==> config.mk <==
export PLATFORM = sky130hd
export DESIGN_NAME = slot_reels_top
export DESIGN_NICKNAME = d
export VERILOG_FILES = /design/src/design/slot_pkg.sv /design/src/design/slot_reels_top.sv /design/src/design/reel_renderer.sv /design/src/design/spin_sequencer.sv /design/src/design/reel_motion.sv
export SDC_FILE = /design/constraint.sdc
export NUM_CORES = 1
export LEC_CHECK = 0
export BUFFER_PORTS_ARGS = -buffer_cell sky130_fd_sc_hd__buf_2
export CORE_UTILIZATION = 35
export CTS_CLUSTER_DIAMETER = 150
export DETAILED_ROUTE_END_ITERATION = 6
export PLACE_DENSITY = 0.53
export SLEW_MARGIN = 20
export SYNTH_ARGS = -nofsm -noshare
export SYNTH_HDL_FRONTEND = slang
export SYNTH_SLANG_ARGS = --single-unit
==> constraint.sdc <==
create_clock -name clk -period 7.65 [get_ports clk]
set_input_delay 0.765 -clock clk [delete_from_list [all_inputs] [get_ports clk]]
set_output_delay 0.765 -clock clk [all_outputs]
set_load 0.05 [all_outputs]
==> src/design/slot_pkg.sv <==
`default_nettype none

package slot_pkg;

    // counts and field widths
    localparam int NUM_REELS   = 3;
    localparam int NUM_SYMBOLS = 7;
    localparam int OFFSET_W    = 10;
    localparam int SYMBOL_W    = 3;

    typedef logic [OFFSET_W-1:0] offset_t;
    typedef logic [SYMBOL_W-1:0] symbol_t;

    ////////////////////////////////////////////////////////////
    // raster geometry
    ////////////////////////////////////////////////////////////
    localparam int SLOT_HEIGHT         = 128;
    localparam int TOTAL_HEIGHT        = NUM_SYMBOLS * SLOT_HEIGHT;
    localparam int REEL_WIDTH          = 128;
    localparam int REEL_START_H [NUM_REELS] = '{190, 398, 606};
    localparam int REELS_START_V       = 60;
    localparam int REEL_DISPLAY_HEIGHT = 430;
    // puts the middle of a slot on the middle of the window
    localparam int CENTER_OFFSET       = REEL_DISPLAY_HEIGHT / 2 - SLOT_HEIGHT / 2;

    // motion per frame
    localparam int SPIN_STEP   = 24;
    localparam int SETTLE_STEP = 12;
    // extra laps before each reel may stop
    localparam int SPIN_LAPS [NUM_REELS] = '{3, 2, 2};

    ////////////////////////////////////////////////////////////
    // symbol tables
    ////////////////////////////////////////////////////////////
    localparam symbol_t REEL_SEQUENCE [NUM_REELS][NUM_SYMBOLS] = '{
        '{3'd0, 3'd1, 3'd2, 3'd3, 3'd4, 3'd5, 3'd6},
        '{3'd2, 3'd5, 3'd0, 3'd6, 3'd3, 3'd1, 3'd4},
        '{3'd5, 3'd3, 3'd1, 3'd4, 3'd2, 3'd0, 3'd6}
    };

    // flat colour per symbol, never black
    localparam logic [2:0] SYMBOL_COLOR [NUM_SYMBOLS] = '{
        3'd1, 3'd2, 3'd3, 3'd4, 3'd5, 3'd6, 3'd7
    };

    // sequencer to reel
    typedef struct packed {
        logic load;
        logic run;
        logic settle;
    } reel_cmd_t;

    // reel to sequencer
    typedef struct packed {
        logic lap_out;
        logic at_rest;
    } reel_stat_t;

    typedef offset_t [NUM_REELS-1:0] reel_offsets_t;

endpackage

`default_nettype wire
==> src/design/slot_reels_top.sv <==
`default_nettype none

module slot_reels_top
    import slot_pkg::*;
(
    input  wire         clk,
    input  wire         reset_n,
    input  wire  [10:0] hcount,
    input  wire  [9:0]  vcount,
    input  wire         vsync,
    input  wire         active_video,
    input  wire symbol_t [NUM_REELS-1:0] final_symbol,
    input  wire         start_spin,
    output logic [2:0]  pixel_rgb,
    output logic        done
);

    logic          frame_tick;
    reel_cmd_t     [NUM_REELS-1:0] cmd;
    reel_stat_t    [NUM_REELS-1:0] stat;
    reel_offsets_t offsets;

    spin_sequencer u_sequencer (
        .clk        (clk),
        .reset_n    (reset_n),
        .vsync      (vsync),
        .start_spin (start_spin),
        .stat       (stat),
        .frame_tick (frame_tick),
        .cmd        (cmd),
        .done       (done)
    );

    // one motion block per reel
    for (genvar g = 0; g < NUM_REELS; g++) begin : g_reel
        reel_motion #(
            .REEL (g)
        ) u_reel (
            .clk        (clk),
            .reset_n    (reset_n),
            .frame_tick (frame_tick),
            .symbol     (final_symbol[g]),
            .cmd        (cmd[g]),
            .offset     (offsets[g]),
            .stat       (stat[g])
        );
    end

    reel_renderer u_renderer (
        .clk          (clk),
        .reset_n      (reset_n),
        .hcount       (hcount),
        .vcount       (vcount),
        .active_video (active_video),
        .offsets      (offsets),
        .pixel_rgb    (pixel_rgb)
    );

endmodule

`default_nettype wire

==> src/design/reel_renderer.sv <==
`default_nettype none

module reel_renderer
    import slot_pkg::*;
(
    input  wire         clk,
    input  wire         reset_n,
    input  wire  [10:0] hcount,
    input  wire  [9:0]  vcount,
    input  wire         active_video,
    input  wire reel_offsets_t offsets,
    output logic [2:0]  pixel_rgb
);

    typedef logic [OFFSET_W:0] wide_t;

    typedef struct packed {
        logic    active;
        logic    hit;
        symbol_t symbol;
    } pix_stage_t;

    logic [NUM_REELS-1:0] hit;
    logic       in_rows;
    wide_t      line_sum;
    offset_t    line;
    logic [2:0] slot;
    symbol_t    sym;
    pix_stage_t s1;

    ////////////////////////////////////////////////////////////
    // stage 0, window test and symbol lookup
    ////////////////////////////////////////////////////////////
    assign in_rows = (vcount >= 10'(REELS_START_V))
                  && (vcount < 10'(REELS_START_V + REEL_DISPLAY_HEIGHT));

    always_comb begin
        hit      = '0;
        line_sum = '0;
        line     = '0;
        slot     = '0;
        sym      = '0;
        for (int k = 0; k < NUM_REELS; k++) begin
            hit[k] = in_rows
                  && (hcount >= 11'(REEL_START_H[k]))
                  && (hcount < 11'(REEL_START_H[k] + REEL_WIDTH));
            if (hit[k]) begin
                // line inside the reel strip, one lap at most past the end
                line_sum = wide_t'(vcount - 10'(REELS_START_V)) + wide_t'(offsets[k]);
                if (line_sum >= wide_t'(TOTAL_HEIGHT)) begin
                    line = offset_t'(line_sum - wide_t'(TOTAL_HEIGHT));
                end else begin
                    line = offset_t'(line_sum);
                end
                slot = 3'(line / offset_t'(SLOT_HEIGHT));
                sym  = REEL_SEQUENCE[k][slot];
            end
        end
    end

    ////////////////////////////////////////////////////////////
    // stage 1 and 2
    ////////////////////////////////////////////////////////////
    always_ff @(posedge clk, negedge reset_n) begin
        if (!reset_n) begin
            s1        <= '0;
            pixel_rgb <= '0;
        end else begin
            s1.active <= active_video;
            s1.hit    <= |hit;
            s1.symbol <= sym;
            if (s1.active && s1.hit) begin
                pixel_rgb <= SYMBOL_COLOR[s1.symbol];
            end else begin
                pixel_rgb <= '0;
            end
        end
    end

    // windows do not overlap
    one_window: assert property (@(posedge clk) disable iff (!reset_n)
        $onehot0(hit));

endmodule

`default_nettype wire

==> src/design/spin_sequencer.sv <==
`default_nettype none

module spin_sequencer
    import slot_pkg::*;
(
    input  wire        clk,
    input  wire        reset_n,
    input  wire        vsync,
    input  wire        start_spin,
    input  wire reel_stat_t [NUM_REELS-1:0] stat,
    output logic       frame_tick,
    output reel_cmd_t [NUM_REELS-1:0] cmd,
    output logic       done
);

    typedef enum logic [2:0] {
        IDLE,
        SPINNING,
        STOP1,
        STOP2,
        STOP3,
        FINISHED
    } state_t;

    state_t state;
    state_t state_d;
    logic   vsync_prev;
    logic   load_q;
    logic   last_rest;
    logic [NUM_REELS-1:0] settle_lvl;

    ////////////////////////////////////////////////////////////
    // frame tick on vsync falling edge
    ////////////////////////////////////////////////////////////
    always_ff @(posedge clk, negedge reset_n) begin
        if (!reset_n) begin
            vsync_prev <= 1'b1;
            frame_tick <= 1'b0;
        end else begin
            vsync_prev <= vsync;
            frame_tick <= vsync_prev && !vsync;
        end
    end

    // the third reel coming to rest ends the spin
    assign last_rest = stat[2].at_rest;

    always_comb begin
        state_d = state;
        case (state)
            IDLE:     if (start_spin) state_d = SPINNING;
            SPINNING: if (stat[0].lap_out) state_d = STOP1;
            STOP1:    if (stat[1].lap_out) state_d = STOP2;
            STOP2:    if (stat[2].lap_out) state_d = STOP3;
            STOP3:    if (last_rest) state_d = FINISHED;
            default:  state_d = state;
        endcase
    end

    always_ff @(posedge clk, negedge reset_n) begin
        if (!reset_n) begin
            state  <= IDLE;
            load_q <= 1'b0;
            done   <= 1'b0;
        end else begin
            state  <= state_d;
            load_q <= (state == IDLE) && start_spin;
            done   <= (state == STOP3) && last_rest;
        end
    end

    // reel k settles from its own stop state onward
    always_comb begin
        settle_lvl[0] = state inside {STOP1, STOP2, STOP3, FINISHED};
        settle_lvl[1] = state inside {STOP2, STOP3, FINISHED};
        settle_lvl[2] = state inside {STOP3, FINISHED};
        for (int k = 0; k < NUM_REELS; k++) begin
            cmd[k].load   = load_q;
            cmd[k].run    = (state != IDLE);
            cmd[k].settle = settle_lvl[k];
        end
    end

    done_single: assert property (@(posedge clk) disable iff (!reset_n)
        done |=> !done);

endmodule

`default_nettype wire

==> src/design/reel_motion.sv <==
`default_nettype none

module reel_motion
    import slot_pkg::*;
#(
    parameter int REEL = 0
) (
    input  wire        clk,
    input  wire        reset_n,
    input  wire        frame_tick,
    input  wire symbol_t   symbol,
    input  wire reel_cmd_t cmd,
    output offset_t    offset,
    output reel_stat_t stat
);

    // one bit of headroom for sums before the lap wrap
    typedef logic [OFFSET_W:0] wide_t;

    symbol_t   sym_q;
    logic [2:0] pos;
    wide_t     end_sum;
    offset_t   end_offset;
    logic [1:0] laps;
    wide_t     spin_sum;
    logic      wrap;
    offset_t   spin_next;
    wide_t     gap;
    wide_t     settle_sum;
    offset_t   settle_next;
    logic      step;

    always_ff @(posedge clk) begin
        if (cmd.load) begin
            sym_q <= symbol;
        end
    end

    ////////////////////////////////////////////////////////////
    // ending offset
    ////////////////////////////////////////////////////////////

    // where the requested symbol sits in this reel's row
    always_comb begin
        pos = '0;
        for (int i = 0; i < NUM_SYMBOLS; i++) begin
            if (REEL_SEQUENCE[REEL][i] == sym_q) begin
                pos = 3'(i);
            end
        end
    end

    assign end_sum = wide_t'(pos) * wide_t'(SLOT_HEIGHT)
                   + wide_t'(TOTAL_HEIGHT - CENTER_OFFSET);
    assign end_offset = (end_sum >= wide_t'(TOTAL_HEIGHT))
                      ? offset_t'(end_sum - wide_t'(TOTAL_HEIGHT))
                      : offset_t'(end_sum);

    ////////////////////////////////////////////////////////////
    // next offsets
    ////////////////////////////////////////////////////////////
    assign spin_sum  = wide_t'(offset) + wide_t'(SPIN_STEP);
    assign wrap      = spin_sum >= wide_t'(TOTAL_HEIGHT);
    assign spin_next = wrap ? offset_t'(spin_sum - wide_t'(TOTAL_HEIGHT)) : offset_t'(spin_sum);

    // forward distance to the ending offset, round the lap if needed
    assign gap = (end_offset >= offset)
               ? wide_t'(end_offset) - wide_t'(offset)
               : wide_t'(end_offset) + wide_t'(TOTAL_HEIGHT) - wide_t'(offset);

    assign settle_sum  = wide_t'(offset) + wide_t'(SETTLE_STEP);
    assign settle_next = (gap <= wide_t'(SETTLE_STEP)) ? end_offset
                       : (settle_sum >= wide_t'(TOTAL_HEIGHT))
                       ? offset_t'(settle_sum - wide_t'(TOTAL_HEIGHT))
                       : offset_t'(settle_sum);

    // load wins over a coincident tick
    assign step = frame_tick && cmd.run && !cmd.load;

    always_ff @(posedge clk, negedge reset_n) begin
        if (!reset_n) begin
            offset <= '0;
            laps   <= 2'(SPIN_LAPS[REEL]);
        end else if (cmd.load) begin
            laps <= 2'(SPIN_LAPS[REEL]);
        end else if (step) begin
            if (cmd.settle) begin
                offset <= settle_next;
            end else begin
                offset <= spin_next;
                if (wrap && laps != 2'd0) begin
                    laps <= laps - 2'd1;
                end
            end
        end
    end

    always_comb begin
        stat.lap_out = step && !cmd.settle && wrap && (laps == 2'd0);
        stat.at_rest = cmd.settle && (offset == end_offset);
    end

    offset_in_lap: assert property (@(posedge clk) disable iff (!reset_n)
        offset < OFFSET_W'(TOTAL_HEIGHT));

endmodule

`default_nettype wire

## Word level (Yosys, flattened, before mapping)

Memory sizes are Yosys's and may differ from the RTL's.
Index checks and enable logic that the tools add are counted.

| word-level totals | value |
|---|---|
| register bits after elaboration | 60 |
| bits of input ports | 35 |
| memory bits (writable) | 0 |
| memories kept | 4 |
| latch bits | 0 |
| word-level logic and storage cells | 251 |
| memory bits (read-only) | 96 |

| operators by class | value |
|---|---|
| bitwise logic cells | 5 |
| multiply operators | 0 |
| div/mod/pow operators | 0 |
| shift operators | 0 |
| muxes and demuxes | 72 |
| add/subtract/negate cells | 37 |
| equal/unequal tests | 30 |
| magnitude comparators | 30 |
| reductions and logical operators | 55 |

Memory list:

| name | words | bits a word | read ports | clocked after memory_dff | wr ports | RTL line | RTL |
|---|---|---|---|---|---|---|---|
| (name not given) | 8 | 3 | 1 | 0 | 0 | reel_renderer.sv:73 | `pixel_rgb <= SYMBOL_COLOR[s1.symbol];` |
| (name not given) | 8 | 3 | 1 | 0 | 0 | reel_renderer.sv:56 | `sym = REEL_SEQUENCE[k][slot];` |
| (name not given) | 8 | 3 | 1 | 0 | 0 | reel_renderer.sv:56 |  |
| (name not given) | 8 | 3 | 1 | 0 | 0 | reel_renderer.sv:56 |  |

Operators with widths:

| operator | count |
|---|---|
| two-way mux 10 bit | 21 |
| greater-or-equal comparator 11 x 10 -> 1 bit (second input constant) | 13 |
| subtractor 10 bit (second input constant) | 12 |
| two-way mux 3 bit | 26 |
| adder 10 x 10 -> 11 bit (second input constant) | 6 |
| two-way mux 2 bit | 18 |
| adder 10 x 4 -> 11 bit (second input constant) | 3 |
| adder 10 x 5 -> 11 bit (second input constant) | 3 |
| adder 11 x 10 -> 11 bit | 3 |
| less-or-equal comparator 11 x 4 -> 1 bit (second input constant) | 3 |
| two-way mux 11 bit | 3 |
| subtractor 10 x 10 -> 11 bit | 3 |
| subtractor 11 x 10 -> 11 bit | 3 |
| greater-or-equal comparator 10 bit | 3 |
| logical AND 1 bit | 26 |
| equality test 3 bit (first input constant) | 8 |
| < comparator 11 x 10 -> 1 bit (second input constant) | 2 |
| greater-or-equal comparator 4 bit (second input constant) | 4 |
| inverter 3 -> 4 bit | 4 |
| nonzero test 2 bit | 8 |
| equality test 2 x 3 -> 1 bit (first input constant) | 5 |
| case mux 3 bit (5 select lines) | 1 |
| greater-or-equal comparator 11 x 8 -> 1 bit (second input constant) | 1 |
| greater-or-equal comparator 11 x 9 -> 1 bit (second input constant) | 1 |
| other kinds (24) | 49 |

## Logic depth before layout (Yosys ltp)

| logic depth | value |
|---|---|
| depth in word-level cells | 16 |
| gate-level depth with buffers | 23 |
| depth with buffers taken out | 22 |

## Cells and area by module

A second synthesis with hierarchy kept.

| unflattened totals | value |
|---|---|
| cell total of the unflattened synthesis | 1164 |
| area, all modules | 9271.4 um^2 |

Modules (own cells, without submodules):

| module | sequential area each (um^2) | times used | area each (um^2) | cells each |
|---|---|---|---|---|
| reel_renderer | 200.2 | 1 | 2685.1 | 352 |
| reel_motion (g_reel[0].u_reel) | 367.9 | 1 | 2088.3 | 256 |
| reel_motion (g_reel[1].u_reel) | 366.6 | 1 | 2088.3 | 261 |
| reel_motion (g_reel[2].u_reel) | 366.6 | 1 | 1989.4 | 250 |
| spin_sequencer | 176.4 | 1 | 420.4 | 45 |

## Worst setup path after synthesis

OpenSTA, ideal clock, no wires.

| timing path | value |
|---|---|
| path kind | input -> register |
| start point | in vcount[2] |
| end point | reg u_renderer.s1[1] (netlist bit) |
| arrival time | 3.963 ns |
| library setup time | 0.120 ns |
| stages | 16 |
| path slack | 3.567 ns |
| cells stage by stage | ha_1 nand3_1 xor2_1 ha_1 clkbuf_1 o211a_1 a221o_1 xor2_1 ha_1 o21ai_0 a21o_1 a21oi_1 ha_1 mux2i_1 o22ai_1 a31o_2 |

| between the ends | value |
|---|---|
| word-level cells in the longest chain between the ends | 12 |
| elaborated cells on any way between the ends | 40 |
| those cells by class | add/sub (7); order compare (5); mux (15); bitwise (3); reduce/logical (7); memory (3) |

RTL lines:

| what | RTL line | RTL |
|---|---|---|
| start: declaration | slot_reels_top.sv:9 | `input wire [9:0] vcount,` |
| subtractor 10 x 6 -> 11 bit | reel_renderer.sv:49 | `line_sum = wide_t'(vcount - 10'(REELS_START_V)) + wide_t'(offsets[k]);` |
| adder 11 x 10 -> 11 bit | reel_renderer.sv:49 |  |
| subtractor 10 bit or greater-or-equal comparator 11 x 10 -> 1 bit (tied branches) | reel_renderer.sv:51, reel_renderer.sv:50 |  |
| two-way mux 10 bit | reel_renderer.sv:50 | `if (line_sum >= wide_t'(TOTAL_HEIGHT)) begin` |
| two-way mux 10 bit | reel_renderer.sv:47 | `if (hit[k]) begin` |
| inverter 3 -> 4 bit (not written as such) | reel_renderer.sv:56 |  |
| memory read (8 x 3 bit) | -- |  |
| two-way mux 3 bit (not written as such) (2 in a row) | reel_renderer.sv:56 |  |
| two-way mux 3 bit (2 in a row) | reel_renderer.sv:47 |  |
| two-way mux 3 bit * | reel_renderer.sv:47 |  |
| via u_renderer.sym[1] | reel_renderer.sv:28 | `symbol_t sym;` |
| end: declaration | reel_renderer.sv:29 | `pix_stage_t s1;` |

Mark *: on every way through the listed nets, which the timed path passes. The rest lies on a longest branch. The select of a mux whose other input is x is not followed.
A chain may end at the register's enable or synchronous reset.

## Worst setup path after layout

| timing path | value |
|---|---|
| start point | reg g_reel[0].u_reel.sym_q[1] |
| end point | reg g_reel[0].u_reel.offset[8] |

| between the ends | value |
|---|---|
| word-level cells in the longest chain between the ends | 16 |
| elaborated cells on any way between the ends | 24 |
| those cells by class | add/sub (5); order compare (3); eq/ne (6); mux (10) |

RTL lines:

| what | RTL line | RTL |
|---|---|---|
| start: declaration | reel_motion.sv:20 | `symbol_t sym_q;` |
| start signal: assignment | reel_motion.sv:35 | `sym_q <= symbol;` |
| equality test 1 x 3 -> 1 bit | reel_motion.sv:47 | `if (REEL_SEQUENCE[REEL][i] == sym_q) begin` |
| two-way mux 1 bit | reel_motion.sv:47 |  |
| two-way mux 2 bit (2 in a row) | reel_motion.sv:47 |  |
| two-way mux 3 bit (2 in a row) | reel_motion.sv:47 |  |
| two-way mux 3 bit * | reel_motion.sv:47 |  |
| adder 10 x 10 -> 11 bit * | reel_motion.sv:54 | `+ wide_t'(TOTAL_HEIGHT - CENTER_OFFSET);` |
| subtractor 10 bit or greater-or-equal comparator 11 x 10 -> 1 bit (tied branches) | reel_motion.sv:56, reel_motion.sv:55 |  |
| two-way mux 10 bit * | reel_motion.sv:56 | `? offset_t'(end_sum - wide_t'(TOTAL_HEIGHT))` |
| adder 10 x 10 -> 11 bit | reel_motion.sv:69 | `: wide_t'(end_offset) + wide_t'(TOTAL_HEIGHT) - wide_t'(offset);` |
| subtractor 11 x 10 -> 11 bit | reel_motion.sv:69 |  |
| two-way mux 11 bit | reel_motion.sv:68 | `? wide_t'(end_offset) - wide_t'(offset)` |
| less-or-equal comparator 11 x 4 -> 1 bit | reel_motion.sv:72 | `assign settle_next = (gap <= wide_t'(SETTLE_STEP)) ? end_offset` |
| two-way mux 10 bit * | reel_motion.sv:72 |  |
| two-way mux 10 bit * | reel_motion.sv:87 | `if (cmd.settle) begin` |
| end signal: assignment | reel_motion.sv:88 | `offset <= settle_next;` |
| end signal: assignment | reel_motion.sv:90 | `offset <= spin_next;` |
| end: declaration | reel_motion.sv:13 | `output offset_t offset,` |

Every way passes the cells marked *; elsewhere a longest branch is shown, timed or not.

==> metrics.cfg <==
[routing]
wl_um = 21500
drc_errors = 2
wl_per_cell_um = 15.1
ant_nets = 0
firstDrtPassIters = 6
drt_iter0_markers = 454
vias_per_cell = 5.46
vias = 7766

[place]
hpwlAfterDp_um = 16800
io_buffers = 37
finalWeightedCongestion = 0.840

[floorplan]
io_pins = 39
fp.dieW_um = 159
die-height_um = 159
rows = 57
dieArea_sq_um = 25300
start_util = 0.356
core_sq_um = 24200

[global_routing]
antenna_found_initial = 0
use_met1 = 0.237
grt_usage = 0.173
grt_pass1_vias = 7260
top_usage_layer = met2
grt-ovfl-total = 0
grt_util_met2 = 0.288
grt_max_degree = 49
met3_usage = 0.0221
grt_pass1_wl_um = 36200

[finish]
area_delta_synth_final_pct = 9.13
drive_above_1_share = 0.0920
antenna_cells = 0
nets = 1265

[flow_run]
drv_cap = 0

[outcome]
status = complete, but fails checks
violations = DRC

[timing]
worst_slew_pin_slew_ns = 1.00
max_freq_mhz = 219
fin_crit_ns = 4.56
setup-tns-final_ns = 0
finalSetupViolCount = 0
fin_crit_sh = 0.596
slew_viol_final = 0
skew_ns = 0.0110
rsz0062_at_grt = no
maxSlewHeadroom = 0.331
hold_viol_final = 0

[clock_network]
clk_pin_slew_ns = 0.05
cts_made_buffers = 9
cts_resized = 0
cts_setup_buffers = 0
clkLatencyLatePin_ns = 0.33
cts.sinks = 57
cts.htree.levels = 3
holdBufCountCts = 0
cts_tree = done
clockBufferDepth = 2
root_buffer = clkbuf_16

[yosys]
synth_ff_type = dfrtp_1
syn_area_sq_um = 8640
synth_edf_count = 9
synth_fp_nets = 1245
synth.top_cell.area_share = 0.193
synth_area_leaders = ha_1 19%, dfrtp_1 12%, xnor2_1 5.3%
yosysSeqAreaShare = 0.171
synthTopCellsByCount = 133 x ha_1, 95 x inv_1, 76 x a21oi_1
ys_async_sr_fraction = 0.842
syn_inst = 1074
synth_top_area_cell = ha_1
synth_area_per_cell_sq_um = 8.04
synth-seq-cells = 57
synth.distinct_cells = 96
synth.most_common_cell = ha_1
yosysWarnings = 0

[setup_path]
reg2regPathDepth = 20
critPathKind = reg2reg
worstPathRequired_ns = 7.87
start_kind = register
crit_arrival_ns = 4.78
crit_path_end_kind = register
crit_path_max_fanout = 12

[hold_path]
hold_path.class = reg2reg
hold_depth = 1

[power_and_ir_drop]
ir_drop_uv = 130
p_leak_uw = 0.00408
p_total_uw = 3190
p_per_area_nw_per_um2 = 338

## state kept, by name (all words and copies together) (netlist names)
register	flops
g_reel.u_reel.laps	6
g_reel.u_reel.offset	27
g_reel.u_reel.sym_q	9
u_renderer.pixel_rgb	3
u_renderer.s1	5
u_sequencer.done	1
u_sequencer.frame_tick	1
u_sequencer.load_q	1
u_sequencer.state	3
u_sequencer.vsync_prev	1
## cells by family (layout without fill, tap and decap cells)
family,Yosys count,after routing,share of synthesized area
adders and majority gates,136,136,0.200
and+or+nand+nor,337,337,0.205
buffers and inverters,126,150,0.0578
AOI/OAI and AO/OA,309,309,0.249
DFF,57,57,0.171
xor gates and xnor gates,80,80,0.0829
muxes,29,29,0.0348
## power by group
group	internal (uW)	leakage, uW	total (uW)	switching [uW]
Combinational	956	0.00324	2200	1240
Sequential	369	0.000688	559	190
Clock	287	0.000157	428	141
Total	1610	0.00408	3190	1570
## worst paths after layout
check	endpoint	slack (ns)	from
min in group asynchronous	u_renderer.pixel_rgb[0]$_DFF_PN0_	0.52	reset_n
max reg2reg	g_reel[0].u_reel.offset[8]$_DFFE_PN0P_	3.09	g_reel[0].u_reel.sym_q[1]$_DFFE_PP_
min reg2reg	u_sequencer.frame_tick$_DFF_PN0_	0.51	u_sequencer.vsync_prev$_DFF_PN1_
max	g_reel[0].u_reel.offset[8]$_DFFE_PN0P_	3.09	g_reel[0].u_reel.sym_q[1]$_DFFE_PP_
max in group asynchronous	g_reel[1].u_reel.offset[7]$_DFFE_PN0P_	6.66	reset_n
min	u_sequencer.frame_tick$_DFF_PN0_	0.51	u_sequencer.vsync_prev$_DFF_PN1_
## layout make-up
class / count / area [sq um]
Clock buffer: 13 / 282
Clock inverter: 2 / 35.0
Fill cell: 2506 / 14800
Inverter: 96 / 360
Multi-Input combinational cell: 891 / 6670
Sequential cell: 57 / 1480
Tap cell: 324 / 405
Timing Repair Buffer: 39 / 200
## placed cells by master, fill, tap and decap left out, types with 20 or more instances in the layout
cell type / instances
buf_2: 37
dfrtp_1: 43
nor2b_1: 22
xor2_1: 26
nand3_1: 48
xnor2_1: 52
nor2_1: 70
mux2i_1: 21
inv_1: 95
nand2b_1: 20
nor3_1: 30
nand2_1: 67
ha_1: 133
a21oi_1: 76
o21ai_0: 57
## stage by stage
| step | utilization | cell area [sq um] | worst slack [ns] | instances | hold slack, ns |
|---|---|---|---|---|---|
| 4_1_cts | 0.389 | 9430 | 3.05 | 1422 | 0.509 |
| 6_report | 0.389 | 9430 | 3.09 | 1422 | 0.506 |
| 3_3_place_gp | 0.376 | 9110 | 2.84 | 1407 | 0.492 |
| 5_1_grt | 0.389 | 9430 | 2.77 | 1422 | 0.510 |
| 2_1_floorplan | - | 8640 | 3.57 | 1074 | 0.469 |
| 3_5_place_dp | 0.376 | 9110 | 2.86 | 1407 | 0.505 |
## critical path, stage by stage, from the launching register on
cell and delay (ns):
edfxtp_1 0.42, ha_1 0.24, o21bai_1 0.18, ha_1 0.21, a21oi_1 0.29, nand2_1 0.12
a21oi_1 0.14, a211o_1 0.18, inv_1 0.06, ha_1 0.26, inv_1 0.04, ha_1 0.34
a21oi_1 0.16, nor2_1 0.05, or3_1 0.31, xor2_1 0.15, nor4b_1 0.30, a31oi_1 0.17
a31o_2 0.35, mux2i_1 0.16, a221o_1 0.32
## per-layer routing
metal  part of all wire  vias to the layer above
met3              0.025                       18
li1                   -                     3986
met2               0.46                      116
met4              0.012                        0
met1               0.50                     3646
met5                  0                        -
Note: power is estimated with default switching activity, not from simulation.
